==> src/source/riscboy_pkg.sv <==
// Bus widths, address map, AHB-Lite and APB structs, transfer types and GPIO offsets
package riscboy_pkg;

	localparam int W_ADDR  = 32;
	localparam int W_DATA  = 32;
	localparam int W_PADDR = 16;

	// ==================================================
	// Address map
	// ==================================================
	// A region matches when the masked address equals its base
	localparam logic [W_ADDR-1:0] SRAM_BASE = 32'h2000_0000;
	localparam logic [W_ADDR-1:0] SRAM_MASK = 32'he000_0000;
	localparam logic [W_ADDR-1:0] APB_BASE  = 32'h4000_0000;
	localparam logic [W_ADDR-1:0] APB_MASK  = 32'he000_0000;

	// GPIO register offsets within the APB space
	localparam logic [W_PADDR-1:0] GPIO_OUT = 16'h0000;
	localparam logic [W_PADDR-1:0] GPIO_OE  = 16'h0004;
	localparam logic [W_PADDR-1:0] GPIO_IN  = 16'h0008;

	// ==================================================
	// Bus types
	// ==================================================
	typedef enum logic [1:0] {
		HTRANS_IDLE   = 2'b00,
		HTRANS_BUSY   = 2'b01,
		HTRANS_NONSEQ = 2'b10,
		HTRANS_SEQ    = 2'b11
	} htrans_t;

	// AHB-Lite address phase
	typedef struct packed {
		logic [W_ADDR-1:0] haddr;
		logic              hwrite;
		htrans_t           htrans;
		logic [2:0]        hsize;
	} ahb_req_t;

	typedef struct packed {
		logic              hready_resp;
		logic              hresp;
		logic [W_DATA-1:0] hrdata;
	} ahb_resp_t;

	typedef struct packed {
		logic [W_PADDR-1:0] paddr;
		logic               psel;
		logic               penable;
		logic               pwrite;
		logic [W_DATA-1:0]  pwdata;
	} apb_req_t;

	typedef struct packed {
		logic [W_DATA-1:0] prdata;
		logic              pready;
		logic              pslverr;
	} apb_resp_t;

endpackage

==> src/source/ahbl_to_apb.sv <==
// AHB-Lite to APB bridge FSM with one setup and access sequence per transfer
`timescale 1ns/1ps

module ahbl_to_apb (
	input  logic                           clk,
	input  logic                           arst_n,
	input  logic                           sel,
	input  logic                           hready,
	input  riscboy_pkg::ahb_req_t          ahb_req,
	input  logic [riscboy_pkg::W_DATA-1:0] hwdata,
	output riscboy_pkg::ahb_resp_t         resp,
	output riscboy_pkg::apb_req_t          apb_req,
	input  riscboy_pkg::apb_resp_t         apb_resp
);
	import riscboy_pkg::*;

	typedef enum logic [2:0] {
		IDLE,
		WR_WAIT,
		SETUP,
		ACCESS,
		ERR1,
		ERR2
	} state_t;

	state_t             state;
	state_t             state_nxt;
	logic               accept;
	logic [W_PADDR-1:0] paddr_q;
	logic               pwrite_q;
	logic [W_DATA-1:0]  pwdata_q;

	assign accept = sel && hready &&
		(ahb_req.htrans == HTRANS_NONSEQ || ahb_req.htrans == HTRANS_SEQ);

	// ==================================================
	// State machine
	// ==================================================
	always_comb begin
		state_nxt = state;
		case (state)
			IDLE:    if (accept) state_nxt = WR_WAIT;
			WR_WAIT: state_nxt = SETUP;
			SETUP:   state_nxt = ACCESS;
			ACCESS: begin
				if (apb_resp.pready) begin
					if (apb_resp.pslverr)
						state_nxt = ERR1;
					else
						state_nxt = accept ? WR_WAIT : IDLE;
				end
			end
			ERR1:    state_nxt = ERR2;
			ERR2:    state_nxt = accept ? WR_WAIT : IDLE;
			default: state_nxt = IDLE;
		endcase
	end

	always_ff @(posedge clk or negedge arst_n) begin
		if (!arst_n)
			state <= IDLE;
		else
			state <= state_nxt;
	end

	// Address and control latched at acceptance, write data one cycle later
	always_ff @(posedge clk) begin
		if (accept) begin
			paddr_q  <= ahb_req.haddr[W_PADDR-1:0];
			pwrite_q <= ahb_req.hwrite;
		end
		if (state == WR_WAIT)
			pwdata_q <= hwdata;
	end

	// ==================================================
	// Bus outputs
	// ==================================================
	assign apb_req.paddr   = paddr_q;
	assign apb_req.psel    = state == SETUP || state == ACCESS;
	assign apb_req.penable = state == ACCESS;
	assign apb_req.pwrite  = pwrite_q;
	assign apb_req.pwdata  = pwdata_q;

	always_comb begin
		resp.hrdata = apb_resp.prdata;
		case (state)
			IDLE: begin
				resp.hready_resp = 1'b1;
				resp.hresp       = 1'b0;
			end
			ACCESS: begin
				// Completes together with the APB access unless it errors
				resp.hready_resp = apb_resp.pready && !apb_resp.pslverr;
				resp.hresp       = 1'b0;
			end
			ERR1: begin
				resp.hready_resp = 1'b0;
				resp.hresp       = 1'b1;
			end
			ERR2: begin
				resp.hready_resp = 1'b1;
				resp.hresp       = 1'b1;
			end
			default: begin
				resp.hready_resp = 1'b0;
				resp.hresp       = 1'b0;
			end
		endcase
	end

endmodule

==> config.mk <==
export PLATFORM = sky130hd
export DESIGN_NAME = ahbl_to_apb
export DESIGN_NICKNAME = d
export VERILOG_FILES = /design/src/source/riscboy_pkg.sv /design/src/source/ahbl_to_apb.sv
export SDC_FILE = /design/constraint.sdc
export NUM_CORES = 1
export LEC_CHECK = 0
export ABC_AREA = 1
export BUFFER_PORTS_ARGS = -buffer_cell sky130_fd_sc_hd__buf_2
export CAP_MARGIN = 20
export CORE_MARGIN = 2
export CORE_UTILIZATION = 38
export CTS_CLUSTER_DIAMETER = 120
export DETAILED_ROUTE_END_ITERATION = 7
export GPL_ROUTABILITY_DRIVEN = 0
export PLACE_DENSITY = 0.84
export SLEW_MARGIN = 20
export SYNTH_ARGS = -nofsm -noshare
export SYNTH_HDL_FRONTEND = slang
export SYNTH_SLANG_ARGS = --single-unit
==> constraint.sdc <==
create_clock -name clk -period 8 [get_ports clk]
set_input_delay 1.2 -clock clk [delete_from_list [all_inputs] [get_ports clk]]
set_output_delay 1.2 -clock clk [all_outputs]
set_load 0.005 [all_outputs]
==> qor.yml, run 1 <==
cts:
  clock_sinks: 52
  clk_pin_slew_worst_paths_ns: 0.09
  cts_tree: "yes"
  cts_setup_buffers: 0
  cts_made_buffers: 5
  worstSkewPairLatency_ns: 0.30
  cts_htree_levels: 2
  cts_root_buf: "clkbuf_8"
  hold_buffers: 0
  post_cts_resized: 0
  cts_max_path_buffers: 2
power_and_ir_drop:
  swShare_pct: 26.9
  p_leak_nw: 1.08
  p_clk_share_pct: 23.4
  irDropWorstVdd_uv: 96.0
  internal-power_mw: 0.538
  seqPwrFrac_pct: 54.4
  p_per_area_mw_per_mm2: 300
  switching_power_mw: 0.198
  combPwrFrac_pct: 22.2
  fin_total_pwr_mw: 0.736
yosys:
  synth.largest_area_cell: "edfxtp_1"
  netlist_instances: 118
  yosysTopAreaCellShare_pct: 75.6
  synthSimpleGateAreaFrac_pct: 5.85
  synth_area_sq_mm: 0.00195
  yosys_warnings: 0
  ys_async_sr_fraction_pct: 5.77
  synth_edf_count: 49
  synth.area.top_cells: "edfxtp_1 (76%), buf_4 (13%), dfrtp_1 (3.9%), nand2_1 (2.1%), inv_1 (1.2%)"
  syn_avg_cell_area_sq_um: 16.5
  synth_ff_type: "edfxtp_1"
  ys_seq_area_share_pct: 79.4
  synth-compound-area-share_pct: 0.643
  yosys-top-cells-count: "edfxtp_1 (49), buf_4 (33), nand2_1 (11)"
  synth_adder_area_share_pct: 0
  synth_top_family_by_area: "buffers and inverters"
  ys_ff_latch: 52
  synth_mux_area_share_pct: 0
  ys_types: 14
  synth_xor_xnor_area_share_pct: 0
  synth_fp_nets: 226
  yosysMostFrequentCell: "edfxtp_1"
global_route:
  grt_pass1_vias: 1003
  grt_overflow: 0
  grt_pass1_wl_mm: 4.76
  grt_max_degree: 34
  grtUsageTotal_pct: 11.8
  antenna_found_initial: 0
critical_path:
  worstSetupStartpointType: "input port"
  rrSetupSlack_ns: 6.58
  reg2reg_to: "pwdata_q[31]"
  worst_path_largest_cell_delay_ns: 0.18
  cp_cell_sequence: "buf_2 -> inv_1 -> nand2_2 -> o211ai_1 -> buf_2"
  worst-setup-path-type: "input port to output pin"
  arrival_ns: 1.74
  crit_path_top_delay_cell: "o211ai_1"
  endpoint_kind: "output pin"
  crit-reg2reg-launch: "state[2]"
  r2r_cells: 2
  cp.required_ns: 6.80
  worst_path_most_repeated_cell: "buf_2"
  critPathMaxFanout: 2
worst_hold_path:
  hold_start: "state[0]"
  hold_depth: 3
  min_path_type: "flop to flop"
  min_to: "state[0]"
place:
  numPortBuffers: 108
  dp_hpwl_mm: 2.89
  place_area_sq_mm: 0.00234
  dp_cells: 264
detailed_routing:
  wire_per_inst_um: 13.7
  vias: 1156
  vias_per_cell: 4.25
  final_antenna_net_count: 0
  wl_mm: 3.73
  drc: 0
  initialDrtViolationCount: 38
  first_pass_iters: 4
timing:
  setup-tns-final_ns: 0
  fmax_mhz: 341
  worst_slew_pin_slew_ns: 0.406
  finalCritPeriodShare_pct: 36.7
  finalSetupViolCount: 0
  clock_skew_ns: 0.00574
  fin_hold_ws_ns: 0.632
  maxSlewViolCount: 0
  rsz0062_at_grt: "false"
  max_slew_margin_pct: 72.9
  period_minus_slack_ns: 2.94
  hold_viol_final: 0
cells_and_area:
  multi_input_area_sq_um: 131
  register_area_sq_mm: 0.00155
  drive_above_1_share_pct: 60.4
  stdcell_area_sq_mm: 0.00245
  syn2layout_area_growth_pct: 25.9
  final_nets: 309
  nFillCells: 445
  fin_cells: 272
  diodes: 0
floorplan:
  initial_utilization_pct: 38.9
  die_w_um: 75.6
  rows: 26
  core_sq_mm: 0.00501
  dieHeight_um: 75.6
  die_area_sq_mm: 0.00571
  io_pins: 193
outcome:
  status: "completed"
run:
  drv_cap: 0
-- flip-flops by register name, summed over array words and instances, names as in the netlist --
name / count
pwdata_q: 32
paddr_q: 16
state: 3
pwrite_q: 1
-- worst max-delay path: cells and delay by family --
family | cells | cell delay, ns
buf+inv | 3 | 0.30
simple gates | 1 | 0.06
compound gates | 1 | 0.18
-- worst max-delay path by stage --
stage               depth (start not counted)          end  slack (ns)        start
floorplan                                   1  pwdata_q[0]        4.79     state[2]
global placement                            5     resp[33]        5.10  apb_resp[0]
global route                                5     resp[33]        4.99  apb_resp[0]
detailed placement                          5     resp[33]        5.06  apb_resp[0]
finish                                      5     resp[33]        5.06  apb_resp[0]
CTS                                         5     resp[33]        5.06  apb_resp[0]
-- power groups by stage --
stage               clock network (mW)  logic [mW]  registers [mW]
global route                     0.189       0.184           0.407
floorplan                            0      0.0778           0.418
CTS                              0.178       0.167           0.401
detailed placement                   0       0.166           0.407
global placement                     0       0.160           0.404
finish                           0.173       0.163           0.400
-- stage by stage --
stage | util [%] | worst slack [ns]
2_1_floorplan | - | 4.79
3_3_place_gp | 46.7 | 5.10
3_5_place_dp | 46.7 | 5.06
4_1_cts | 48.9 | 5.06
5_1_grt | 48.9 | 4.99
6_report | 48.9 | 5.06
-- placed cells by master, fill, tap and decap left out, drive strengths merged --
master,instances
nor2,5
o211ai,1
nor3,1
nand3,3
nand3b,1
dfrtp,3
clkinv,2
edfxtp,49
inv,7
buf,109
bufinv,1
a21oi,1
nand2,14
clkbuf,5
-- cell type report --
cell class                 instances  area share, %
sequential                        52           63.1
clock inverter                     3           1.74
clock buffer                       5           2.81
inverter                           7           1.07
tap                               70           3.57
timing repair buffer             109           22.4
multi-input combinational         26           5.36
-- routing by layer --
| layer | GRT usage (%) | wire, um |
|---|---|---|
| met4 | 10.5 | 158 |
| met3 | 3.31 | 371 |
| met5 | 0 | 0 |
| met2 | 20.2 | 1960 |
| met1 | 11.4 | 1250 |
-- logic make-up after synthesis --
logic type / after synthesis
AND/OR/NAND/NOR: 24
AO/OA/AOI/OAI: 2
flip-flops: 52
buffers and inverters: 40
Power figures use the tool's default switching activity.
==> run 2, diff against run 1 <==
Settings changed: ABC_AREA 1 to 0, CORE_UTILIZATION 38 to 32, PLACE_DENSITY 0.84 to 0.76.
Clock period 8 ns to 2.7 ns, I/O delays scaled along.
==> run 2 against run 1 <==
  * Flip-flop and latch count did not move
  * Utilization down 7.7 points
  * Worst setup slack lost 4.1 ns
  * Clock power increased to 2.6 times the previous value
  * Count of clock-buffer cells in the layout stayed put
  * Synthesized area down 0.90%
  * Via count down 4.4%
  * Sequential power grew to 2.8 times the previous value
  * Global-route usage shrank 1.9 points
  * Critical path depth shrank 2
  * Die area is 17% higher
  * Design area shrank 0.97%
  * Highest routed layer unchanged
==> qor.yml, run 2 <==
cts:
  cts_htree_levels: 2
  cts_max_path_buffers: 2
  clk_pin_slew_worst_paths_ns: 0.10
  cts_tree: "yes"
  cts_setup_buffers: 0
  clock_sinks: 52
  cts_root_buf: "clkbuf_8"
  worstSkewPairLatency_ns: 0.30
  cts_made_buffers: 5
yosys:
  synth.largest_area_cell: "edfxtp_1"
  synth.area.top_cells: "edfxtp_1 (76%), buf_4 (13%), dfrtp_1 (3.9%), nand2b_1 (0.65%), nor2_1 (0.58%)"
  netlist_instances: 108
  synth_edf_count: 49
  syn_avg_cell_area_sq_um: 17.9
  ys_async_sr_fraction_pct: 5.77
  yosys-top-cells-count: "edfxtp_1 (49), buf_4 (33), dfrtp_1 (3), nor2_1 (3)"
  yosysMostFrequentCell: "edfxtp_1"
  ys_ff_latch: 52
  ys_types: 20
  ys_seq_area_share_pct: 80.2
  yosys_warnings: 0
  synth_area_sq_mm: 0.00193
  yosysTopAreaCellShare_pct: 76.3
  synth_ff_type: "edfxtp_1"
  synth_fp_nets: 216
global_route:
  grt_pass1_vias: 1017
  grt_overflow: 0
  grtUsageTotal_pct: 9.92
  grt_max_degree: 33
  met1_usage_pct: 10.2
  busiest_layer: "met2"
  use_met2_pct: 17.1
  antenna_found_initial: 0
  use_met3_pct: 2.86
  grt_pass1_wl_mm: 4.80
critical_path:
  r2r_cells: 3
  arrival_ns: 1.38
  worstSetupStartpointType: "flop"
  reg2reg_to: "pwdata_q[27]"
  cp.required_ns: 2.30
  endpoint_kind: "output pin"
  crit-reg2reg-launch: "state[1]"
  worst-setup-path-type: "flop to output pin"
  rrSetupSlack_ns: 1.18
  critPathMaxFanout: 7
timing:
  maxSlewViolCount: 0
  max_slew_margin_pct: 56.8
  rsz0062_at_grt: "false"
  finalCritPeriodShare_pct: 66.2
  worst_slew_pin_slew_ns: 0.648
  finalSetupViolCount: 0
  fmax_mhz: 560
  hold_viol_final: 0
  period_minus_slack_ns: 1.79
  setup-tns-final_ns: 0
  clock_skew_ns: 0.00760
run:
  drv_cap: 0
detailed_routing:
  drc: 0
  vias_per_cell: 4.14
  initialDrtViolationCount: 42
  first_pass_iters: 4
  vias: 1105
  wire_per_inst_um: 13.8
  final_antenna_net_count: 0
  wl_mm: 3.67
cells_and_area:
  drive_above_1_share_pct: 62.5
  fin_cells: 267
  largest_reg_flops: 32
  final_cell_mix: "buf_2 (108), edfxtp_1 (49), clkbuf_8 (5)"
  diodes: 0
  reg_top3: "pwdata_q x32, paddr_q x16, state x3"
  top_register: "pwdata_q"
  final_util_pct: 41.2
  final_nets: 299
  syn2layout_area_growth_pct: 25.8
  layout_commonest_cell: "buf_2"
outcome:
  status: "completed"
power_and_ir_drop:
  p_leak_nw: 1.04
  irDropWorstVdd_uv: 427
  p_per_area_mw_per_mm2: 803
worst_hold_path:
  hold_start: "hwdata[10]"
  hold_depth: 1
  min_path_type: "input port to flop"
  min_to: "pwdata_q[10]"
floorplan:
  initial_utilization_pct: 32.8
  dieHeight_um: 81.7
  core_sq_mm: 0.00589
  die_w_um: 81.7
  die_area_sq_mm: 0.00667
  rows: 28
  io_pins: 193
place:
  dp_hpwl_mm: 2.89
  numPortBuffers: 108
  dp_cells: 258
run 2: per-layer routing:
layer | routed length (um) | up-vias | share of wire (%)
met5 | 0 | - | 0
met4 | 106 | 0 | 2.9
met3 | 434 | 18 | 12
met2 | 1840 | 71 | 50
met1 | 1290 | 496 | 35
li1 | - | 520 | -
run 2: logic make-up after synthesis:
family	after synthesis	share of synthesized area (%)
flops	52	80.2
compound gates	5	1.95
simple gates	15	4.41
buf+inv	36	13.5
run 2: through the flow:
stage	worst slack, ns	area (sq um)	hold slack, ns	total power, mW
after global placement	1.19	2320	0.203	1.52
after floorplan	0.267	1930	0.109	1.34
after global routing	0.790	2430	0.245	2.07
after detailed placement	1.17	2320	0.205	1.54
after CTS	0.869	2430	0.258	1.99
final	0.914	2430	0.274	1.95
run 2: layout make-up:
cell class              count  area (sq um)
fillers                   561          3460
flip-flops and latches     52          1550
repair buffers            110           558
multi-input cells          20           125
well taps                  75          93.8
clock buffers               5          68.8
clock inverters             3          27.5
inverters                   2          7.51
run 2: power by group:
| part | internal [mW] | total, mW | leakage [nW] | switching (mW) |
|---|---|---|---|---|
| registers | 1.07 | 1.13 | 0.488 | 0.0604 |
| logic | 0.178 | 0.374 | 0.505 | 0.196 |
| clock network | 0.190 | 0.447 | 0.0463 | 0.256 |
run 2: what timing repair did:
action	CTS	global route
gates resized for setup	0	0
hold buffers	1	0
endpoints found under the hold margin	3	0
endpoints found under the setup margin	0	0
run 2: how the worst max path moves through the flow:
| stage | slack (ns) | cells after the start | start | endpoint |
|---|---|---|---|---|
| 6_report | 0.91 | 3 | state[1] | resp[33] |
| 5_1_grt | 0.79 | 3 | state[1] | resp[33] |
| 4_1_cts | 0.87 | 3 | state[1] | resp[33] |
| 3_5_place_dp | 1.17 | 3 | state[1] | pwdata_q[9] |
| 3_3_place_gp | 1.19 | 3 | state[1] | pwdata_q[1] |
| 2_1_floorplan | 0.27 | 2 | state[1] | pwdata_q[0] |
run 2: worst max-delay path, stage by stage (launching register included):
cell     delay [ns]
dfrtp_1        0.46
or2b_1         0.27
a22oi_1        0.20
buf_2          0.16
