==> config.mk <==
export PLATFORM = sky130hd
export DESIGN_NAME = ahbl_splitter
export DESIGN_NICKNAME = d
export VERILOG_FILES = /design/src/source/riscboy_pkg.sv /design/src/source/ahbl_splitter.sv
export SDC_FILE = /design/constraint.sdc
export NUM_CORES = 1
export LEC_CHECK = 0
export ABC_CLOCK_PERIOD_IN_PS = 1300
export BUFFER_PORTS_ARGS = -buffer_cell sky130_fd_sc_hd__buf_2
export CAP_MARGIN = 20
export CORE_AREA = 3 3 58 60
export DETAILED_ROUTE_END_ITERATION = 6
export DIE_AREA = 0 0 61 63
export PLACE_DENSITY = 0.76
export RECOVER_POWER = 100
export SYNTH_ARGS = -nofsm -noshare
export SYNTH_HDL_FRONTEND = slang
export SYNTH_SLANG_ARGS = --single-unit
==> constraint.sdc <==
create_clock -name clk -period 1.3 [get_ports clk]
set_clock_uncertainty 0.15 [all_clocks]
set_input_delay 0.065 -clock clk [delete_from_list [all_inputs] [get_ports clk]]
set_output_delay 0.065 -clock clk [all_outputs]
set_load 0.02 [all_outputs]
==> src/source/riscboy_pkg.sv <==
// Bus widths, address map, AHB-Lite and APB structs, transfer types and GPIO offsets
package riscboy_pkg;

	localparam int W_ADDR  = 32;
	localparam int W_DATA  = 32;
	localparam int W_PADDR = 16;

	// ==================================================
	// Address map
	// ==================================================
	// A region matches when the masked address equals its base
	localparam logic [W_ADDR-1:0] SRAM_BASE = 32'h2000_0000;
	localparam logic [W_ADDR-1:0] SRAM_MASK = 32'he000_0000;
	localparam logic [W_ADDR-1:0] APB_BASE  = 32'h4000_0000;
	localparam logic [W_ADDR-1:0] APB_MASK  = 32'he000_0000;

	// GPIO register offsets within the APB space
	localparam logic [W_PADDR-1:0] GPIO_OUT = 16'h0000;
	localparam logic [W_PADDR-1:0] GPIO_OE  = 16'h0004;
	localparam logic [W_PADDR-1:0] GPIO_IN  = 16'h0008;

	// ==================================================
	// Bus types
	// ==================================================
	typedef enum logic [1:0] {
		HTRANS_IDLE   = 2'b00,
		HTRANS_BUSY   = 2'b01,
		HTRANS_NONSEQ = 2'b10,
		HTRANS_SEQ    = 2'b11
	} htrans_t;

	// AHB-Lite address phase
	typedef struct packed {
		logic [W_ADDR-1:0] haddr;
		logic              hwrite;
		htrans_t           htrans;
		logic [2:0]        hsize;
	} ahb_req_t;

	typedef struct packed {
		logic              hready_resp;
		logic              hresp;
		logic [W_DATA-1:0] hrdata;
	} ahb_resp_t;

	typedef struct packed {
		logic [W_PADDR-1:0] paddr;
		logic               psel;
		logic               penable;
		logic               pwrite;
		logic [W_DATA-1:0]  pwdata;
	} apb_req_t;

	typedef struct packed {
		logic [W_DATA-1:0] prdata;
		logic              pready;
		logic              pslverr;
	} apb_resp_t;

endpackage

==> src/source/ahbl_splitter.sv <==
// AHB-Lite splitter with address decode, data-phase owner tracking and a default error slave
`timescale 1ns/1ps

module ahbl_splitter (
	input  logic                              clk,
	input  logic                              arst_n,
	input  riscboy_pkg::ahb_req_t             ahb_req,
	output logic                              hready,
	output logic                              hresp,
	output logic [riscboy_pkg::W_DATA-1:0]    hrdata,
	output logic                              sram_sel,
	output logic                              apb_sel,
	input  riscboy_pkg::ahb_resp_t            sram_resp,
	input  riscboy_pkg::ahb_resp_t            apb_resp
);
	import riscboy_pkg::*;

	typedef enum logic [1:0] {
		OWN_NONE,
		OWN_SRAM,
		OWN_APB,
		OWN_DEF
	} owner_t;

	owner_t    owner;
	logic      active;
	logic      def_second;
	ahb_resp_t resp_mux;

	// Decode is purely on the address, slaves qualify with htrans and hready
	assign sram_sel = (ahb_req.haddr & SRAM_MASK) == SRAM_BASE;
	assign apb_sel  = (ahb_req.haddr & APB_MASK) == APB_BASE;
	assign active   = ahb_req.htrans == HTRANS_NONSEQ || ahb_req.htrans == HTRANS_SEQ;

	// ==================================================
	// Data phase ownership
	// ==================================================
	always_ff @(posedge clk or negedge arst_n) begin
		if (!arst_n) begin
			owner      <= OWN_NONE;
			def_second <= 1'b0;
		end else begin
			if (hready) begin
				if (!active)
					owner <= OWN_NONE;
				else if (sram_sel)
					owner <= OWN_SRAM;
				else if (apb_sel)
					owner <= OWN_APB;
				else
					owner <= OWN_DEF;
				def_second <= 1'b0;
			end else if (owner == OWN_DEF) begin
				// First error cycle done, second one releases the bus
				def_second <= 1'b1;
			end
		end
	end

	// ==================================================
	// Response multiplexer
	// ==================================================
	always_comb begin
		case (owner)
			OWN_SRAM: resp_mux = sram_resp;
			OWN_APB:  resp_mux = apb_resp;
			OWN_DEF: begin
				resp_mux.hready_resp = def_second;
				resp_mux.hresp       = 1'b1;
				resp_mux.hrdata      = '0;
			end
			default: begin
				resp_mux.hready_resp = 1'b1;
				resp_mux.hresp       = 1'b0;
				resp_mux.hrdata      = '0;
			end
		endcase
	end

	assign hready = resp_mux.hready_resp;
	assign hresp  = resp_mux.hresp;
	assign hrdata = resp_mux.hrdata;

endmodule

==> flow_summary_export.csv, run 1 <==
group,metric,value,unit
status,run_status,"complete, but fails checks",
status,violations,"setup timing",
logic_synthesis,synth.ff_latch_count,3,
placement,post-place-cells,201,
critical_path,maximum_net_fanout_on_the_critical_path,14,
cts,sinks_on_clock_net,3,
layout,insertedDiodeCount,0,
timing,clock.fmax,634,MHz
critical_path,critical-path-top-delay-family,"flip-flops",
floorplanning,fp.dieArea,3840,µm²
placement,weighted_congestion_at_the_end_of_routability_driven_global_placement,0.685,
layout,drive_above_1_share,89.9,%
layout,final-instance-count-excl-fill,211,
logic_synthesis,synth.top_cells.by_area,"sky130_fd_sc_hd__a22o_1 (51%), sky130_fd_sc_hd__dfrtp_1 (14%), sky130_fd_sc_hd__buf_8 (8.2%)",
global_routing,grt_usage,14.2,%
timing,measured_slew_at_the_worst_slew_check_pin,0.255,ns
critical_path,cp_data_arrival_time,1.36,ns
timing,final.hold.worst_slack,0.0300,ns
logic_synthesis,synthDominantAreaCellType,"sky130_fd_sc_hd__a22o_1",
global_routing,grt_pass1_vias,1057,
cts,clock_buffer_count_from_cts,3,
floorplanning,rows,20,
timing,period_share,121,%
floorplanning,initial_core_util,18.5,%
power,ir_drop,0.00167,V
placement,pre_cts_worst_setup_slack,-0.0487,ns
timing,finalSetupViolCount,37,
logic_synthesis,per_instance_average_area_after_synthesis,9.18,µm²
power,power.static_leakage,0.943,nW
routing,drt_iter0_markers,18,
critical_path,setup.worst_path.start_class,"flop",
layout,fill_cells,249,
cts,cts.clk_slew.worst_paths,0.04,ns
cts,worstSkewPairLatency,0.23,ns
routing,drt_pass1_iterations,3,
cts,cts-root-buf,"sky130_fd_sc_hd__clkbuf_4",
timing,count_of_pins_over_their_slew_limit,0,
floorplanning,boundaryPins,144,
routing,finalWirelength,2840,µm
critical_path,worst_r2r_startpoint,"owner[1]",
cts,cts_max_path_buffers,2,
logic_synthesis,synth.yosys.seq_area_share,13.6,%
placement,postPlaceCellArea,1430,µm²
timing,hold_viol_final,0,
layout,layout.area.seq,77.6,µm²
logic_synthesis,yosys_warnings,0,
routing,detailroute.via_count,1008,
logic_synthesis,ffs_w_async_s_r_synth,100,%
cts,tritoncts,"yes",
routing,avgRoutedWirePerCell,13.5,µm
critical_path,cp.buffers_inverters,2,
logic_synthesis,synth_top_area_share,50.9,%
timing,setup_tns,-8.74,ns
routing,viasPerCell,4.78,
floorplanning,floorplan.die.height,63,µm
logic_synthesis,netlist-cell-type-count,13,
global_routing,global_route_wire_length_before_repair,4330,µm
logic_synthesis,synth_top_cells_by_count,"sky130_fd_sc_hd__a22o_1 (32), sky130_fd_sc_hd__a21oi_1 (4), sky130_fd_sc_hd__buf_4 (4)",
routing,detail_route.drc_violations,0,
logic_synthesis,synth-edff-count,0,
run,cap_violations,0,
layout,area_delta_synth_final,216,%
critical_path,worstReg2RegEnd,"owner[1]",
critical_path,regToRegSetupSlack,-0.06,ns
min_path,hp-class,"in -> async",
layout,multi_input_comb_area,699,µm²
global_routing,largest_net_degree_at_the_start_of_global_routing,19,
timing,setup_slack,-0.277,ns
placement,io_buffer_count,109,
critical_path,cell_type_of_the_slowest_stage_on_the_worst_timing_path,"sky130_fd_sc_hd__dfrtp_2",
floorplanning,dieWidth,61,µm
power,power.density,2440,nW/µm²
placement,detailedPlacementHpwl,2180,µm
global_routing,initial_antenna_violation_count,0,
critical_path,timing.critical_path.to_type,"output port",
critical_path,worst_r2r_path_depth,5,
logic_synthesis,synth_ff_type,"sky130_fd_sc_hd__dfrtp_1",
layout,layout.core_utilization,58.4,%
logic_synthesis,post-synth-top-count-cell,"sky130_fd_sc_hd__a22o_1",
critical_path,worst_path_largest_cell_delay,0.43,ns
logic_synthesis,synth_cells,60,
critical_path,worstSetupPathType,"reg -> out",
layout,layout.nets,287,
logic_synthesis,synthesis.nets,168,
timing,timing.max_slew.rel_slack,83.1,%
timing,rsz0062_at_grt,"yes",
cts,h-tree-depth,1,
floorplanning,design.core.area,2980,µm²
global_routing,grt.overflow.total,0,
critical_path,required_arrival_time_at_the_worst_endpoint,1.09,ns
critical_path,timing.critical_path.cells,"nor2b_4 -> buf_12 -> a22o_4 -> buf_2",
routing,drtAntennaViolNets,0,
power,total_power,4.25,mW
logic_synthesis,netlist_area,551,µm²
timing,period_needed,1.58,ns
layout,post-route-cell-area,1740,µm²
kinds of logic (layout without fill, tap and decap cells):
logic type	count (synthesis)	after routing	synth area share, %
mux	1	1	1.82
flops	3	3	13.6
buf+inv	8	126	15.7
compound gates	37	37	56.1
simple gates	11	11	12.7
worst max-delay path by stage:
stage                  start         end  slack [ns]  depth (start not counted)
finish              owner[1]  hrdata[25]       -0.28                          4
global route        owner[1]  hrdata[23]       -0.32                          4
CTS                 owner[1]  hrdata[25]       -0.27                          4
detailed placement  owner[1]   hrdata[3]       -0.05                          4
global placement    owner[1]   hrdata[3]       -0.05                          4
floorplan           owner[0]   hrdata[0]       -0.02                          4
registers in the layout, summed over array words and instances, names as in the netlist:
signal / cells
owner: 2
def_second: 1
report_power, final:
part / total, mW / internal [mW] / switching, mW
clock: 0.164 / 0.115 / 0.0487
combinational: 3.89 / 2.15 / 1.74
sequential: 0.197 / 0.144 / 0.0526
layer usage:
layer  GRT usage, %  vias up  wire [µm]
met5              0        -          0
met4           5.69        0         61
met3           2.89        8        302
met2           27.1       70       1520
met1           14.0      447        957
li1               -      483          -
cells in the final DEF, fill, tap and decap left out:
cell type,netlist,final
sky130_fd_sc_hd__buf_2,0,76
sky130_fd_sc_hd__buf_6,1,33
sky130_fd_sc_hd__a22o_4,0,30
sky130_fd_sc_hd__a21oi_2,1,4
sky130_fd_sc_hd__clkbuf_1,0,4
sky130_fd_sc_hd__buf_12,0,4
sky130_fd_sc_hd__clkbuf_4,0,3
sky130_fd_sc_hd__dlygate4sd3_1,0,3
sky130_fd_sc_hd__buf_4,4,3
sky130_fd_sc_hd__nor2b_4,0,2
sky130_fd_sc_hd__a22o_1,32,2
sky130_fd_sc_hd__nor2_4,0,2
sky130_fd_sc_hd__nor3b_1,2,2
sky130_fd_sc_hd__nand2b_1,2,2
sky130_fd_sc_hd__dfrtp_2,0,2
sky130_fd_sc_hd__nor2_1,3,1
sky130_fd_sc_hd__mux2i_1,1,1
sky130_fd_sc_hd__nor3b_4,0,1
sky130_fd_sc_hd__nor2b_1,3,1
sky130_fd_sc_hd__a21oi_1,4,1
sky130_fd_sc_hd__dfrtp_1,3,1
worst register-to-register path: stages (launching register included):
cell and delay (ns):
sky130_fd_sc_hd__dfrtp_2 0.43, sky130_fd_sc_hd__buf_6 0.14, sky130_fd_sc_hd__mux2i_1 0.13, sky130_fd_sc_hd__a21oi_2 0.21
sky130_fd_sc_hd__buf_6 0.15, sky130_fd_sc_hd__a21oi_2 0.05
area by class of cell:
cell class                      instances  area share, %
Timing Repair Buffer                  122           51.5
Tap cell                               33           2.37
Multi-Input combinational cell         49           40.2
Sequential cell                         3           4.46
Clock buffer                            4           1.51
what timing repair did:
item                                    in CTS  in global routing
pin swaps                                    2                  3
endpoints found under the setup margin      34                 37
hold buffers                                 3                  0
buffers inserted                             3                  1
resized for setup                           59                 14
endpoints found under the hold margin        5                  0
(Power assumes the default switching activity.)
==> run 2: changes to the inputs <==
--- a/config.mk
+++ b/config.mk
@@ -8,10 +8,12 @@
 export ABC_CLOCK_PERIOD_IN_PS = 1300
 export BUFFER_PORTS_ARGS = -buffer_cell sky130_fd_sc_hd__buf_2
 export CAP_MARGIN = 20
-export CORE_AREA = 3 3 58 60
+export CELL_PAD_IN_SITES_DETAIL_PLACEMENT = 1
+export CELL_PAD_IN_SITES_GLOBAL_PLACEMENT = 2
+export CORE_AREA = 3 3 79 81
 export DETAILED_ROUTE_END_ITERATION = 6
-export DIE_AREA = 0 0 61 63
-export PLACE_DENSITY = 0.76
+export DIE_AREA = 0 0 82 84
+export PLACE_DENSITY = 0.95
 export RECOVER_POWER = 100
 export SYNTH_ARGS = -nofsm -noshare
 export SYNTH_HDL_FRONTEND = slang
==> run 2 against run 1 <==
Cell count grew 18%. Die area grew 79%. The run still ends with setup timing left. Core utilization is 26 points lower.
==> flow_summary_export.csv, run 2 (same netlist as run 1, synthesis figures left out) <==
group,metric,value,unit
status,run_status,"complete, but fails checks",
status,violations,"setup timing",
floorplanning,boundaryPins,144,
layout,layout.area.seq,76.3,µm²
routing,detail_route.drc_violations,0,
placement,pre_cts_worst_setup_slack,-0.0521,ns
placement,io_buffer_count,109,
critical_path,cell_type_of_the_slowest_stage_on_the_worst_timing_path,"sky130_fd_sc_hd__dfrtp_1",
layout,final-instance-count-excl-fill,250,
layout,top_regs,"owner (2), def_second (1)",
global_routing,initial_antenna_violation_count,0,
critical_path,worstReg2RegEnd,"owner[0]",
critical_path,worstSetupPathType,"reg -> out",
critical_path,timing.critical_path.to_type,"output port",
timing,timing.max_slew.rel_slack,83.4,%
routing,avgRoutedWirePerCell,14.1,µm
critical_path,worst_r2r_startpoint,"owner[1]",
critical_path,regToRegSetupSlack,-0.07,ns
cts,cts.clk_slew.worst_paths,0.03,ns
global_routing,grt.overflow.total,0,
layout,layout.cells.most_common,"sky130_fd_sc_hd__buf_2",
critical_path,maximum_net_fanout_on_the_critical_path,13,
timing,clock.fmax,637,MHz
critical_path,cp_data_arrival_time,1.35,ns
cts,worstSkewPairLatency,0.22,ns
cts,sinks_on_clock_net,3,
cts,cts-root-buf,"sky130_fd_sc_hd__clkbuf_8",
timing,measured_slew_at_the_worst_slew_check_pin,0.248,ns
run,cap_violations,0,
placement,postPlaceCellArea,1480,µm²
placement,post-place-cells,242,
cts,tritoncts,"yes",
cts,clock_buffer_count_from_cts,3,
critical_path,timing.critical_path.cells,"nor2b_4 -> buf_12 -> a22o_1 -> buf_4",
routing,viasPerCell,4.17,
timing,hold_viol_final,0,
global_routing,grt_usage,9.72,%
timing,setup_slack,-0.269,ns
layout,post-route-cell-area,1780,µm²
timing,period_needed,1.57,ns
cts,h-tree-depth,1,
layout,layout.nets,287,
floorplanning,dieWidth,82,µm
layout,insertedDiodeCount,0,
critical_path,critical-path-top-delay-family,"flip-flops",
routing,detailroute.via_count,1043,
timing,period_share,121,%
floorplanning,floorplan.die.height,84,µm
cts,cts_max_path_buffers,2,
floorplanning,initial_core_util,9.94,%
critical_path,worst_r2r_path_depth,5,
global_routing,global_route_wire_length_before_repair,5300,µm
global_routing,grt_pass1_vias,1206,
placement,weighted_congestion_at_the_end_of_routability_driven_global_placement,0.617,
power,power.static_leakage,0.945,nW
timing,rsz0062_at_grt,"yes",
critical_path,cp.buffers_inverters,2,
placement,detailedPlacementHpwl,2770,µm
floorplanning,rows,27,
routing,finalWirelength,3520,µm
layout,area_delta_synth_final,224,%
layout,largest_register,"owner",
floorplanning,design.core.area,5540,µm²
layout,drive_above_1_share,87.1,%
power,power.density,2420,nW/µm²
layout,fill_cells,685,
layout,largest_reg_flops,2,
routing,drt_pass1_iterations,2,
power,ir_drop,0.000705,V
routing,drt_iter0_markers,6,
layout,multi_input_comb_area,677,µm²
floorplanning,fp.dieArea,6890,µm²
critical_path,worst_path_largest_cell_delay,0.40,ns
critical_path,required_arrival_time_at_the_worst_endpoint,1.09,ns
timing,finalSetupViolCount,37,
timing,count_of_pins_over_their_slew_limit,0,
min_path,hp-class,"in -> async",
global_routing,largest_net_degree_at_the_start_of_global_routing,21,
critical_path,setup.worst_path.start_class,"flop",
routing,drtAntennaViolNets,0,
layout,layout.core_utilization,32.2,%
layout,commonest_cells_after_routing_fill_and_taps_aside,"sky130_fd_sc_hd__buf_2 (72), sky130_fd_sc_hd__buf_6 (33), sky130_fd_sc_hd__a22o_4 (30)",
## run 2: cell counts in the layout (fill, tap and decap cells not counted)
No cell type changed its count.
## run 2: final cells by class
cell class / instances / area share [%]
Timing Repair Buffer: 122 / 50.1
Multi-Input combinational cell: 49 / 38.0
Clock buffer: 4 / 2.53
Tap cell: 72 / 5.06
Sequential cell: 3 / 4.28
## run 2: through the flow
stage | hold WS [ns] | setup TNS [ns] | power (mW)
6_report | 0.0289 | -7.82 | 4.30
4_1_cts | 0.0274 | -8.76 | 4.19
2_1_floorplan | -0.381 | -0.530 | 2.50
3_3_place_gp | -0.289 | -0.981 | 3.29
3_5_place_dp | -0.288 | -1.30 | 3.33
5_1_grt | 0.0494 | -9.71 | 4.56
## run 2: report_power, final
part,leakage (nW),internal (mW),switching (mW)
registers,0.0340,0.141,0.0461
clock network,0.0228,0.210,0.0694
logic,0.888,2.11,1.72
## run 2: worst max-delay path by stage
stage	start	end	slack, ns	cells after the start
after detailed placement	owner[1]	hrdata[15]	-0.05	4
final	owner[1]	hrdata[29]	-0.27	4
after global routing	owner[1]	hrdata[29]	-0.34	4
after CTS	owner[1]	hrdata[15]	-0.30	4
after floorplan	owner[0]	hrdata[0]	-0.02	4
after global placement	owner[1]	hrdata[26]	-0.05	4
## run 2: what timing repair did
action,in CTS,in global routing
hold buffers,3,0
pin swaps,1,0
gates resized for setup,52,17
endpoints found under the setup margin,34,37
buffers inserted,1,0
endpoints found under the hold margin,5,0
## run 2: per-layer routing
layer  global-route usage (%)  vias up  part of all wire (%)
met4                     3.63        0                   1.7
met2                     19.3       63                    56
li1                         -      481                     -
met5                        0        -                     0
met1                     9.09      493                    31
met3                     2.27        6                    12
