--- src/source/riscboy_pkg.sv ---
// Bus widths, address map, AHB-Lite and APB structs, transfer types and GPIO offsets
package riscboy_pkg;

	localparam int W_ADDR  = 32;
	localparam int W_DATA  = 32;
	localparam int W_PADDR = 16;

	// ==================================================
	// Address map
	// ==================================================
	// A region matches when the masked address equals its base
	localparam logic [W_ADDR-1:0] SRAM_BASE = 32'h2000_0000;
	localparam logic [W_ADDR-1:0] SRAM_MASK = 32'he000_0000;
	localparam logic [W_ADDR-1:0] APB_BASE  = 32'h4000_0000;
	localparam logic [W_ADDR-1:0] APB_MASK  = 32'he000_0000;

	// GPIO register offsets within the APB space
	localparam logic [W_PADDR-1:0] GPIO_OUT = 16'h0000;
	localparam logic [W_PADDR-1:0] GPIO_OE  = 16'h0004;
	localparam logic [W_PADDR-1:0] GPIO_IN  = 16'h0008;

	// ==================================================
	// Bus types
	// ==================================================
	typedef enum logic [1:0] {
		HTRANS_IDLE   = 2'b00,
		HTRANS_BUSY   = 2'b01,
		HTRANS_NONSEQ = 2'b10,
		HTRANS_SEQ    = 2'b11
	} htrans_t;

	// AHB-Lite address phase
	typedef struct packed {
		logic [W_ADDR-1:0] haddr;
		logic              hwrite;
		htrans_t           htrans;
		logic [2:0]        hsize;
	} ahb_req_t;

	typedef struct packed {
		logic              hready_resp;
		logic              hresp;
		logic [W_DATA-1:0] hrdata;
	} ahb_resp_t;

	typedef struct packed {
		logic [W_PADDR-1:0] paddr;
		logic               psel;
		logic               penable;
		logic               pwrite;
		logic [W_DATA-1:0]  pwdata;
	} apb_req_t;

	typedef struct packed {
		logic [W_DATA-1:0] prdata;
		logic              pready;
		logic              pslverr;
	} apb_resp_t;

endpackage

--- src/source/apb_gpio.sv ---
// APB GPIO block with output, output-enable and synchronized input registers
`timescale 1ns/1ps

module apb_gpio #(
	parameter int N_PADS = 16
) (
	input  logic                   clk,
	input  logic                   arst_n,
	input  riscboy_pkg::apb_req_t  apb_req,
	output riscboy_pkg::apb_resp_t apb_resp,
	input  logic [N_PADS-1:0]      gpio_in,
	output logic [N_PADS-1:0]      gpio_out,
	output logic [N_PADS-1:0]      gpio_oe
);
	import riscboy_pkg::*;

	logic [N_PADS-1:0] out_q;
	logic [N_PADS-1:0] oe_q;
	logic [N_PADS-1:0] in_meta;
	logic [N_PADS-1:0] in_sync;
	logic              access;
	logic              bad_access;

	assign access = apb_req.psel && apb_req.penable;

	// Unknown offsets and writes to the input register are rejected
	always_comb begin
		case (apb_req.paddr)
			GPIO_OUT, GPIO_OE: bad_access = 1'b0;
			GPIO_IN:           bad_access = apb_req.pwrite;
			default:           bad_access = 1'b1;
		endcase
	end

	always_ff @(posedge clk or negedge arst_n) begin
		if (!arst_n) begin
			out_q   <= '0;
			oe_q    <= '0;
			in_meta <= '0;
			in_sync <= '0;
		end else begin
			in_meta <= gpio_in;
			in_sync <= in_meta;
			if (access && apb_req.pwrite && !bad_access) begin
				if (apb_req.paddr == GPIO_OUT)
					out_q <= apb_req.pwdata[N_PADS-1:0];
				else
					oe_q <= apb_req.pwdata[N_PADS-1:0];
			end
		end
	end

	always_comb begin
		case (apb_req.paddr)
			GPIO_OUT: apb_resp.prdata = W_DATA'(out_q);
			GPIO_OE:  apb_resp.prdata = W_DATA'(oe_q);
			GPIO_IN:  apb_resp.prdata = W_DATA'(in_sync);
			default:  apb_resp.prdata = '0;
		endcase
	end

	assign apb_resp.pready  = 1'b1;
	assign apb_resp.pslverr = access && bad_access;

	assign gpio_out = out_q;
	assign gpio_oe  = oe_q;

endmodule

--- config.mk ---
export PLATFORM = sky130hd
export DESIGN_NAME = apb_gpio
export DESIGN_NICKNAME = d
export VERILOG_FILES = /design/src/source/riscboy_pkg.sv /design/src/source/apb_gpio.sv
export SDC_FILE = /design/constraint.sdc
export NUM_CORES = 1
export LEC_CHECK = 0
export ABC_AREA = 1
export BUFFER_PORTS_ARGS = -buffer_cell sky130_fd_sc_hd__buf_2
export CAP_MARGIN = 30
export CORE_MARGIN = 5
export CORE_UTILIZATION = 30
export DETAILED_ROUTE_END_ITERATION = 8
export GPL_TIMING_DRIVEN = 0
export PLACE_DENSITY = 0.66
export SYNTH_ARGS = -nofsm -noshare
export SYNTH_HDL_FRONTEND = slang
export SYNTH_SLANG_ARGS = --single-unit
--- constraint.sdc ---
create_clock -name clk -period 1.7 [get_ports clk]
set_input_delay 0.17 -clock clk [delete_from_list [all_inputs] [get_ports clk]]
set_output_delay 0.17 -clock clk [all_outputs]
set_load 0.01 [all_outputs]
==> results of run 1 <==
[power by group through the flow]
stage | Combinational (µW) | Clock, µW | Sequential (µW)
after detailed placement | 167 | 0 | 1600
after CTS | 198 | 1490 | 1570
final | 197 | 1440 | 1570
after global routing | 226 | 1550 | 1570
after global placement | 164 | 0 | 1600
after floorplan | 67.7 | 0 | 1600
[per-layer routing]
metal	up-vias	global-route usage
li1	1136	-
met1	1051	0.171
met2	85	0.232
met3	3	0.0410
met4	0	0.0509
met5	-	0
[what timing repair did]
action | CTS | global route
hold endpoints to repair | 80 | 0
resized for setup | 5 | 6
hold buffers | 17 | 0
endpoints found under the setup margin | 11 | 11
gates cloned | 0 | 0
[cells in the mapped netlist, drive strengths merged]
| cell | n |
|---|---|
| nand2 | 123 |
| nand4 | 3 |
| nand3 | 19 |
| inv | 22 |
| o21ai | 16 |
| nor2 | 15 |
| a21oi | 1 |
| buf | 25 |
| dfrtp | 64 |
| conb | 2 |
[flip-flops by register name, summed over array words and instances (netlist names)]
signal	cells
in_sync	16
gpio_out	16
in_meta	16
gpio_oe	16
[kinds of logic after synthesis]
| logic type | after synthesis | share of synthesized area |
|---|---|---|
| buffers and inverters | 47 | 0.101 |
| AOI/OAI and AO/OA | 17 | 0.0403 |
| DFF | 64 | 0.600 |
| and+or+nand+nor | 160 | 0.256 |
| other | 2 | 0.00281 |
[through the flow]
stage	utilization	TNS (ns)	area (µm²)	cells	setup WS [ns]
floorplan	-	0	2730	305	0.431
global placement	0.386	-1.21	3370	514	-0.128
detailed placement	0.387	-1.34	3370	514	-0.138
CTS	0.432	0	3770	547	0.0470
global route	0.432	0	3770	545	0.0537
finish	0.432	0	3770	545	0.188
[path summary, 6_finish.rpt]
kind | startpoint | to | cells past startpoint
max | apb_req[50] | apb_resp[16] | 9
min | apb_req[5] | gpio_out[5] | 3
max reg2reg | gpio_out[4] | gpio_out[4] | 2
min reg2reg | in_meta[2] | in_sync[2] | 0
max in group asynchronous | arst_n | in_sync[10] | 2
min in group asynchronous | arst_n | in_sync[2] | 2
[tightest hold or removal path: stages]
cell and delay, ns:
buf_2 0.08, nand2_1 0.04, nand2_1 0.04
[layout make-up]
class / instances / area, µm² / area share
Inverter: 22 / 90.1 / 0.0239
Buffer: 23 / 184 / 0.0488
Multi-Input combinational cell: 194 / 861 / 0.228
Clock inverter: 5 / 80.1 / 0.0212
Timing Repair Buffer: 118 / 678 / 0.180
Sequential cell: 64 / 1600 / 0.425
Tap cell: 108 / 135 / 0.0358
Clock buffer: 11 / 141 / 0.0375
==> run metrics, run 1 <==
WL/cell 13.3 µm; Core Region 0.00872 mm²; GRT Total Usage 0.140; Initial DRC Count 96; #FFs+latches synth 64; worst hold path type in -> reg; Avg Cell Area, Syn 9.21 µm²; vias in the first global route 2418; final setup fails 0; CP dominant cell by count nand2_1; worst slew pin tran 0.821 ns; Post-DRT Antenna Nets 0; status finished, final reports clean; Final Power 3210 µW; H-tree levels 3; total global routing overflow 0; io pins 135; leakage power 0.00213 µW; largest delay contributor family on the critical path simple AND/OR/NAND/NOR gates; Fin. Hold Viols 0; clk buf depth 2; commonest cells after routing, fill and taps aside nand2_1 (119), buf_2 (100), dfrtp_1 (64); CTS root buf clkbuf_8; Die Ht 104 µm; Initial Util 0.306; hold slack 0.0398 ns; critical path class in -> out; clock tree from TritonCTS done; Post CTS Setup Buffer Count 0; layout cells sized above 1 0.364; max frequency 661 MHz; Die Footprint 0.0109 mm²; worst path required time 1.53 ns; power share of the combinational group 0.061; initial antenna violation count 0; post-synthesis sequential area ratio 0.600; Internal 2530 µW; # port buffers 101; Critical Path Source Type primary input; P_sw 683 µW; Max-slew headroom 0.453; final WL 7230 µm; routed wl met2 3590 µm; Synth warnings 0; Synth area leader dfrtp_1; via/cell ratio 4.17; Arrival @ worst endpoint 1.34 ns; Yosys cell types 18; CP max-delay cell inv_4; worst skew pair latency 0.33 ns; sequential share of power 0.489; via count 2275; IR drop worst, VDD 0.000619 V; Switching Fraction 0.213; largest net degree at the start of global routing 65; first-pass GRT wire length 12100 µm; Synth Instances 290; Site Rows 34; R2R setup slack 1.02 ns; HPWL after DPL 5130 µm; Clock Power Share 0.449; area added between synthesis and finish 41.2%; WL met3 603 µm; Antenna Cells 0; FILL cells 871; uppermost layer routed met4; power per cell area 851 mW/mm²; Pre-Repair DR Iteration Count 4; Slew Viols, Final 0; Worst setup EP type primary output; CP peak stage delay 0.23 ns; final net count 501; Synth area leaders dfrtp_1 (60%), nand2_1 (17%), buf_4 (5.6%), nand3_1 (3.6%), inv_1 (3.0%); worst-path maximum fanout 16; CTS buffer count 9; most common cell after layout, fill and taps aside nand2_1; register clock-pin slew on the reported worst setup and hold paths 0.07 ns; Metal-1 WL 3010 µm; die width 104 µm; DR DRC count 0; RSZ-0062 raised after global routing false; max-cap violation count 0; Bufs and invs on worst path 3; gpl congestion 0.744; crit path time final 1.51 ns; clock tree sinks 64; Final Cycle Share 0.890; post-synth top area share 0.600; worst-path cell chain buf_2, nor2_1, nand2_1, nor2_4, nand2_1, inv_4, nand2_1, nand3_1, buf_2; Cell Area, Synth 0.00267 mm²; final clock skew 0.00521 ns
No activity file was read; power rests on OpenSTA's default activity.
==> run 2, diff against run 1 <==
CORE_ASPECT_RATIO = 0.7   (was not set)
CORE_MARGIN = 2   (was 5)
SLEW_MARGIN = 20   (was not set)
==> run metrics, run 2 (synthesis results as in run 1) <==
crit path time final 1.54 ns; IR drop worst, VDD 0.000458 V; HPWL after DPL 5030 µm; layout cells sized above 1 0.367; largest net degree at the start of global routing 65; commonest cells after routing, fill and taps aside nand2_1 (119), buf_2 (100), dfrtp_1 (64); first-pass GRT wire length 11400 µm; # port buffers 101; final setup fails 0; Fin. Hold Viols 0; max frequency 649 MHz; Final Non-Filler Cells 559; die width 117 µm; register clock-pin slew on the reported worst setup and hold paths 0.06 ns; R2R setup slack 1.03 ns; vias in the first global route 2284; worst-path cell chain buf_2, nor2_1, nand2_1, nor2_4, nand2_2, inv_4, buf_6, nand2_1, nand3_1, buf_2; CP max-delay cell buf_6; hold slack 0.0607 ns; largest delay contributor family on the critical path simple AND/OR/NAND/NOR gates; clock tree from TritonCTS done; critical path class in -> out; worst hold path type in -> reg; Die Ht 83.0 µm; Antenna Cells 0; setup ws final 0.159 ns; Arrival @ worst endpoint 1.37 ns; power per cell area 964 mW/mm²; area added between synthesis and finish 46.3%; DR DRC count 0; via count 2327; Worst setup EP type primary output; max-cap violation count 0; leakage power 0.00220 µW; final clock skew 0.00791 ns; Slew Viols, Final 0; Post CTS Setup Buffer Count 0; Critical Path Source Type primary input; dpl cells 526; via/cell ratio 4.16; initial antenna violation count 0; Final Cycle Share 0.906; io pins 135; pre-CTS setup slack -0.0713 ns; Core Region 0.00855 mm²; GRT Total Usage 0.154; Initial Util 0.313; clk buf depth 2; Site Rows 28; gpl congestion 0.841; Post-DRT Antenna Nets 0; H-tree levels 3; CTS buffer count 9; RSZ-0062 raised after global routing false; worst-path maximum fanout 10; worst path required time 1.53 ns; Max-slew headroom 0.472; worst slew pin tran 0.791 ns; final WL 7060 µm; WL/cell 12.6 µm; Initial DRC Count 74; final net count 503; worst skew pair latency 0.32 ns; CTS root buf clkbuf_16; Pre-Repair DR Iteration Count 5; total global routing overflow 0; Die Footprint 0.00969 mm²; CP peak stage delay 0.18 ns; clock tree sinks 64; most common cell after layout, fill and taps aside nand2_1; status finished, final reports clean; Bufs and invs on worst path 4
==> run 2: cell types whose count changed in the layout (fill, tap and decap cells not counted) <==
cell / previous run / this run
clkbuf_8: 10 / 0
buf_6: 3 / 5
nor2_2: 2 / 1
clkbuf_1: 1 / 0
clkinv_2: 1 / 0
clkbuf_16: 0 / 9
nor2_1: 11 / 12
inv_2: 0 / 1
inv_6: 0 / 3
inv_4: 3 / 2
==> run 2: tightest hold or removal path, stage by stage <==
cell     delay [ns]
buf_2          0.09
nand2_1        0.04
nand2_1        0.05
==> run 2: what timing repair did <==
action,4_1_cts,5_1_grt
gates resized for setup,3,8
endpoints found under the setup margin,11,11
hold buffers,17,0
cloned,0,0
hold endpoints to repair,80,0
==> run 2: worst paths after layout <==
| path | start | endpoint | cells past startpoint |
|---|---|---|---|
| min reg2reg | in_meta[14] | in_sync[14] | 0 |
| min in group asynchronous | arst_n | gpio_out[0] | 2 |
| max in group asynchronous | arst_n | gpio_oe[2] | 2 |
| max reg2reg | gpio_oe[0] | gpio_oe[0] | 2 |
| max | apb_req[50] | apb_resp[16] | 10 |
| min | apb_req[12] | gpio_out[12] | 3 |
==> run 2: layer usage <==
| metal | part of all wire | wire length, µm | track usage |
|---|---|---|---|
| met5 | 0 | 0 | 0 |
| met4 | 0.0047 | 33 | 0.0332 |
| met3 | 0.070 | 493 | 0.0511 |
| met2 | 0.49 | 3450 | 0.252 |
| met1 | 0.44 | 3090 | 0.199 |
==> run 2: per-stage QoR <==
stage               power, µW  TNS (ns)   util  instance area (µm²)
floorplan                1660         0      -                 2730
global placement         1760    -0.686  0.396                 3380
detailed placement       1770    -0.720  0.396                 3390
CTS                      3830         0  0.455                 3890
global route             3960         0  0.457                 3910
finish                   3770         0  0.457                 3910
==> run 2: area by class of cell <==
class                   count  area (µm²)
well taps                 120         150
clock buffers               9         225
multi-input cells         194         858
fillers                   860        4640
flip-flops and latches     64        1600
inverters                  22        87.6
plain buffers              25         206
clock inverters             7         101
repair buffers            118         678
==> run 2: where the power goes <==
| part | total (µW) | internal (µW) | switching [µW] |
|---|---|---|---|
| sequential | 1570 | 1560 | 9.58 |
| clock | 2000 | 1300 | 700 |
| combinational | 197 | 101 | 96.0 |
| total | 3770 | 2960 | 805 |
==> run 3, diff against run 2 <==
CORE_UTILIZATION = 49   (was 30)
PLACE_DENSITY = 0.94   (was 0.66)
RECOVER_POWER = 25   (was not set)
clock period = 1.8 ns   (was 1.7 ns; I/O delays follow)
==> run metrics, run 3 (synthesis results as in run 1) <==
Worst setup EP type primary output; largest net degree at the start of global routing 65; CP max-delay cell buf_4; clock tree sinks 64; Max-slew headroom 0.440; setup TNS 0 ns; Initial Util 0.508; io pins 135; RSZ-0062 raised after global routing false; worst-path cell chain buf_2, nor2_1, nand2_1, nor2_4, nand2_1, inv_2, buf_4, nand2_1, nand3_1, buf_2; Die Ht 65.8 µm; clock tree from TritonCTS done; via/cell ratio 4.61; sequential share of power 0.512; largest delay contributor family on the critical path simple AND/OR/NAND/NOR gates; final WL 6640 µm; clk buf depth 2; max-cap violation count 0; register clock-pin slew on the reported worst setup and hold paths 0.07 ns; worst skew pair latency 0.34 ns; Site Rows 22; die width 92.3 µm; layout cells sized above 1 0.339; vias in the first global route 2260; final instance area 0.00370 mm²; P_sw 649 µW; CTS buffer count 9; Die Footprint 0.00607 mm²; critical path class in -> out; IR drop worst, VDD 0.000544 V; WL/cell 13.0 µm; CP dominant cell by count nand2_1; status finished, final reports clean; DR DRC count 0; final net count 503; CP peak stage delay 0.22 ns; power per cell area 784 mW/mm²; Core Region 0.00526 mm²; Slew Viols, Final 0; commonest cells after routing, fill and taps aside nand2_1 (120), buf_2 (89), dfrtp_1 (64); final clock skew 0.00575 ns; power share of the combinational group 0.065; crit path time final 1.63 ns; Critical Path Source Type primary input; CTS root buf clkbuf_8; Antenna Cells 0; Post CTS Setup Buffer Count 0; Final Cycle Share 0.903; gpl congestion 0.758; pre-CTS setup slack 0.00773 ns; Clock Power Share 0.424; Post-DRT Antenna Nets 0; worst slew pin tran 0.840 ns; leakage power 0.00209 µW; worst-path maximum fanout 10; Initial DRC Count 89; worst hold path type in -> reg; Switching Fraction 0.224; setup ws final 0.175 ns; DP Area 0.00333 mm²; # port buffers 101; Arrival @ worst endpoint 1.45 ns; via count 2357; total global routing overflow 0; Internal 2250 µW; Fin. Hold Viols 0; Pre-Repair DR Iteration Count 4; Bufs and invs on worst path 4; most common cell after layout, fill and taps aside nand2_1; H-tree levels 3; initial antenna violation count 0; area added between synthesis and finish 38.5%; fin util 0.704; HPWL after DPL 4800 µm; GRT Total Usage 0.238; final setup fails 0; first-pass GRT wire length 10600 µm; max frequency 615 MHz; worst path required time 1.62 ns
==> run 3: cell count changes in the layout (fill, tap and decap cells not counted), sizes merged <==
cell	delta
clkbuf	+13
buf	-12
clkinv	+2
inv	-2
bufinv	-1
==> run 3: final timing paths <==
path | from | end | slack [ns] | cells past startpoint
max | apb_req[50] | apb_resp[13] | 0.17 | 10
min | apb_req[13] | gpio_out[13] | 0.04 | 3
max reg2reg | gpio_oe[15] | gpio_oe[15] | 1.13 | 2
min reg2reg | in_meta[9] | in_sync[9] | 0.35 | 0
max in group asynchronous | arst_n | gpio_oe[12] | 0.75 | 2
min in group asynchronous | arst_n | in_sync[5] | 0.51 | 2
==> run 3: final cells by class <==
class | count | area [µm²]
Fill cell | 399 | 1560
Buffer | 25 | 195
Tap cell | 72 | 90.1
Inverter | 22 | 87.6
Timing Repair Buffer | 118 | 664
Clock buffer | 10 | 138
Clock inverter | 6 | 67.6
Sequential cell | 64 | 1600
Multi-Input combinational cell | 194 | 856
==> run 3: what timing repair did <==
action                                 in CTS  in global routing
hold buffers                               17                  0
resized for setup                           0                 10
endpoints found under the hold margin      80                  0
setup endpoints to repair                   0                 11
==> run 3: per-stage QoR <==
stage,total power (µW),std cells,hold slack [ns]
floorplan,1570,305,-0.116
global placement,1660,478,0.287
detailed placement,1670,478,0.289
CTS,2940,511,0.0237
global route,3040,511,0.0405
finish,2900,511,0.0443
==> run 3: power groups by stage <==
| stage | logic [µW] | registers (µW) | clock network, µW |
|---|---|---|---|
| 2_1_floorplan | 64.0 | 1510 | 0 |
| 3_5_place_dp | 158 | 1510 | 0 |
| 5_1_grt | 209 | 1490 | 1340 |
| 4_1_cts | 186 | 1480 | 1270 |
| 6_report | 187 | 1480 | 1230 |
| 3_3_place_gp | 152 | 1510 | 0 |
==> run 3: worst register-to-register path: cells and delay by family, from the launching register on <==
family | cells | cell delay [ns]
AOI/OAI and AO/OA | 1 | 0.07
DFF | 1 | 0.41
and+or+nand+nor | 1 | 0.08
==> run 3: routing by layer <==
| metal | GRT usage | wire length [µm] |
|---|---|---|
| met5 | 0 | 0 |
| met1 | 0.291 | 2700 |
| met4 | 0.0989 | 169 |
| met3 | 0.0661 | 493 |
| met2 | 0.406 | 3280 |
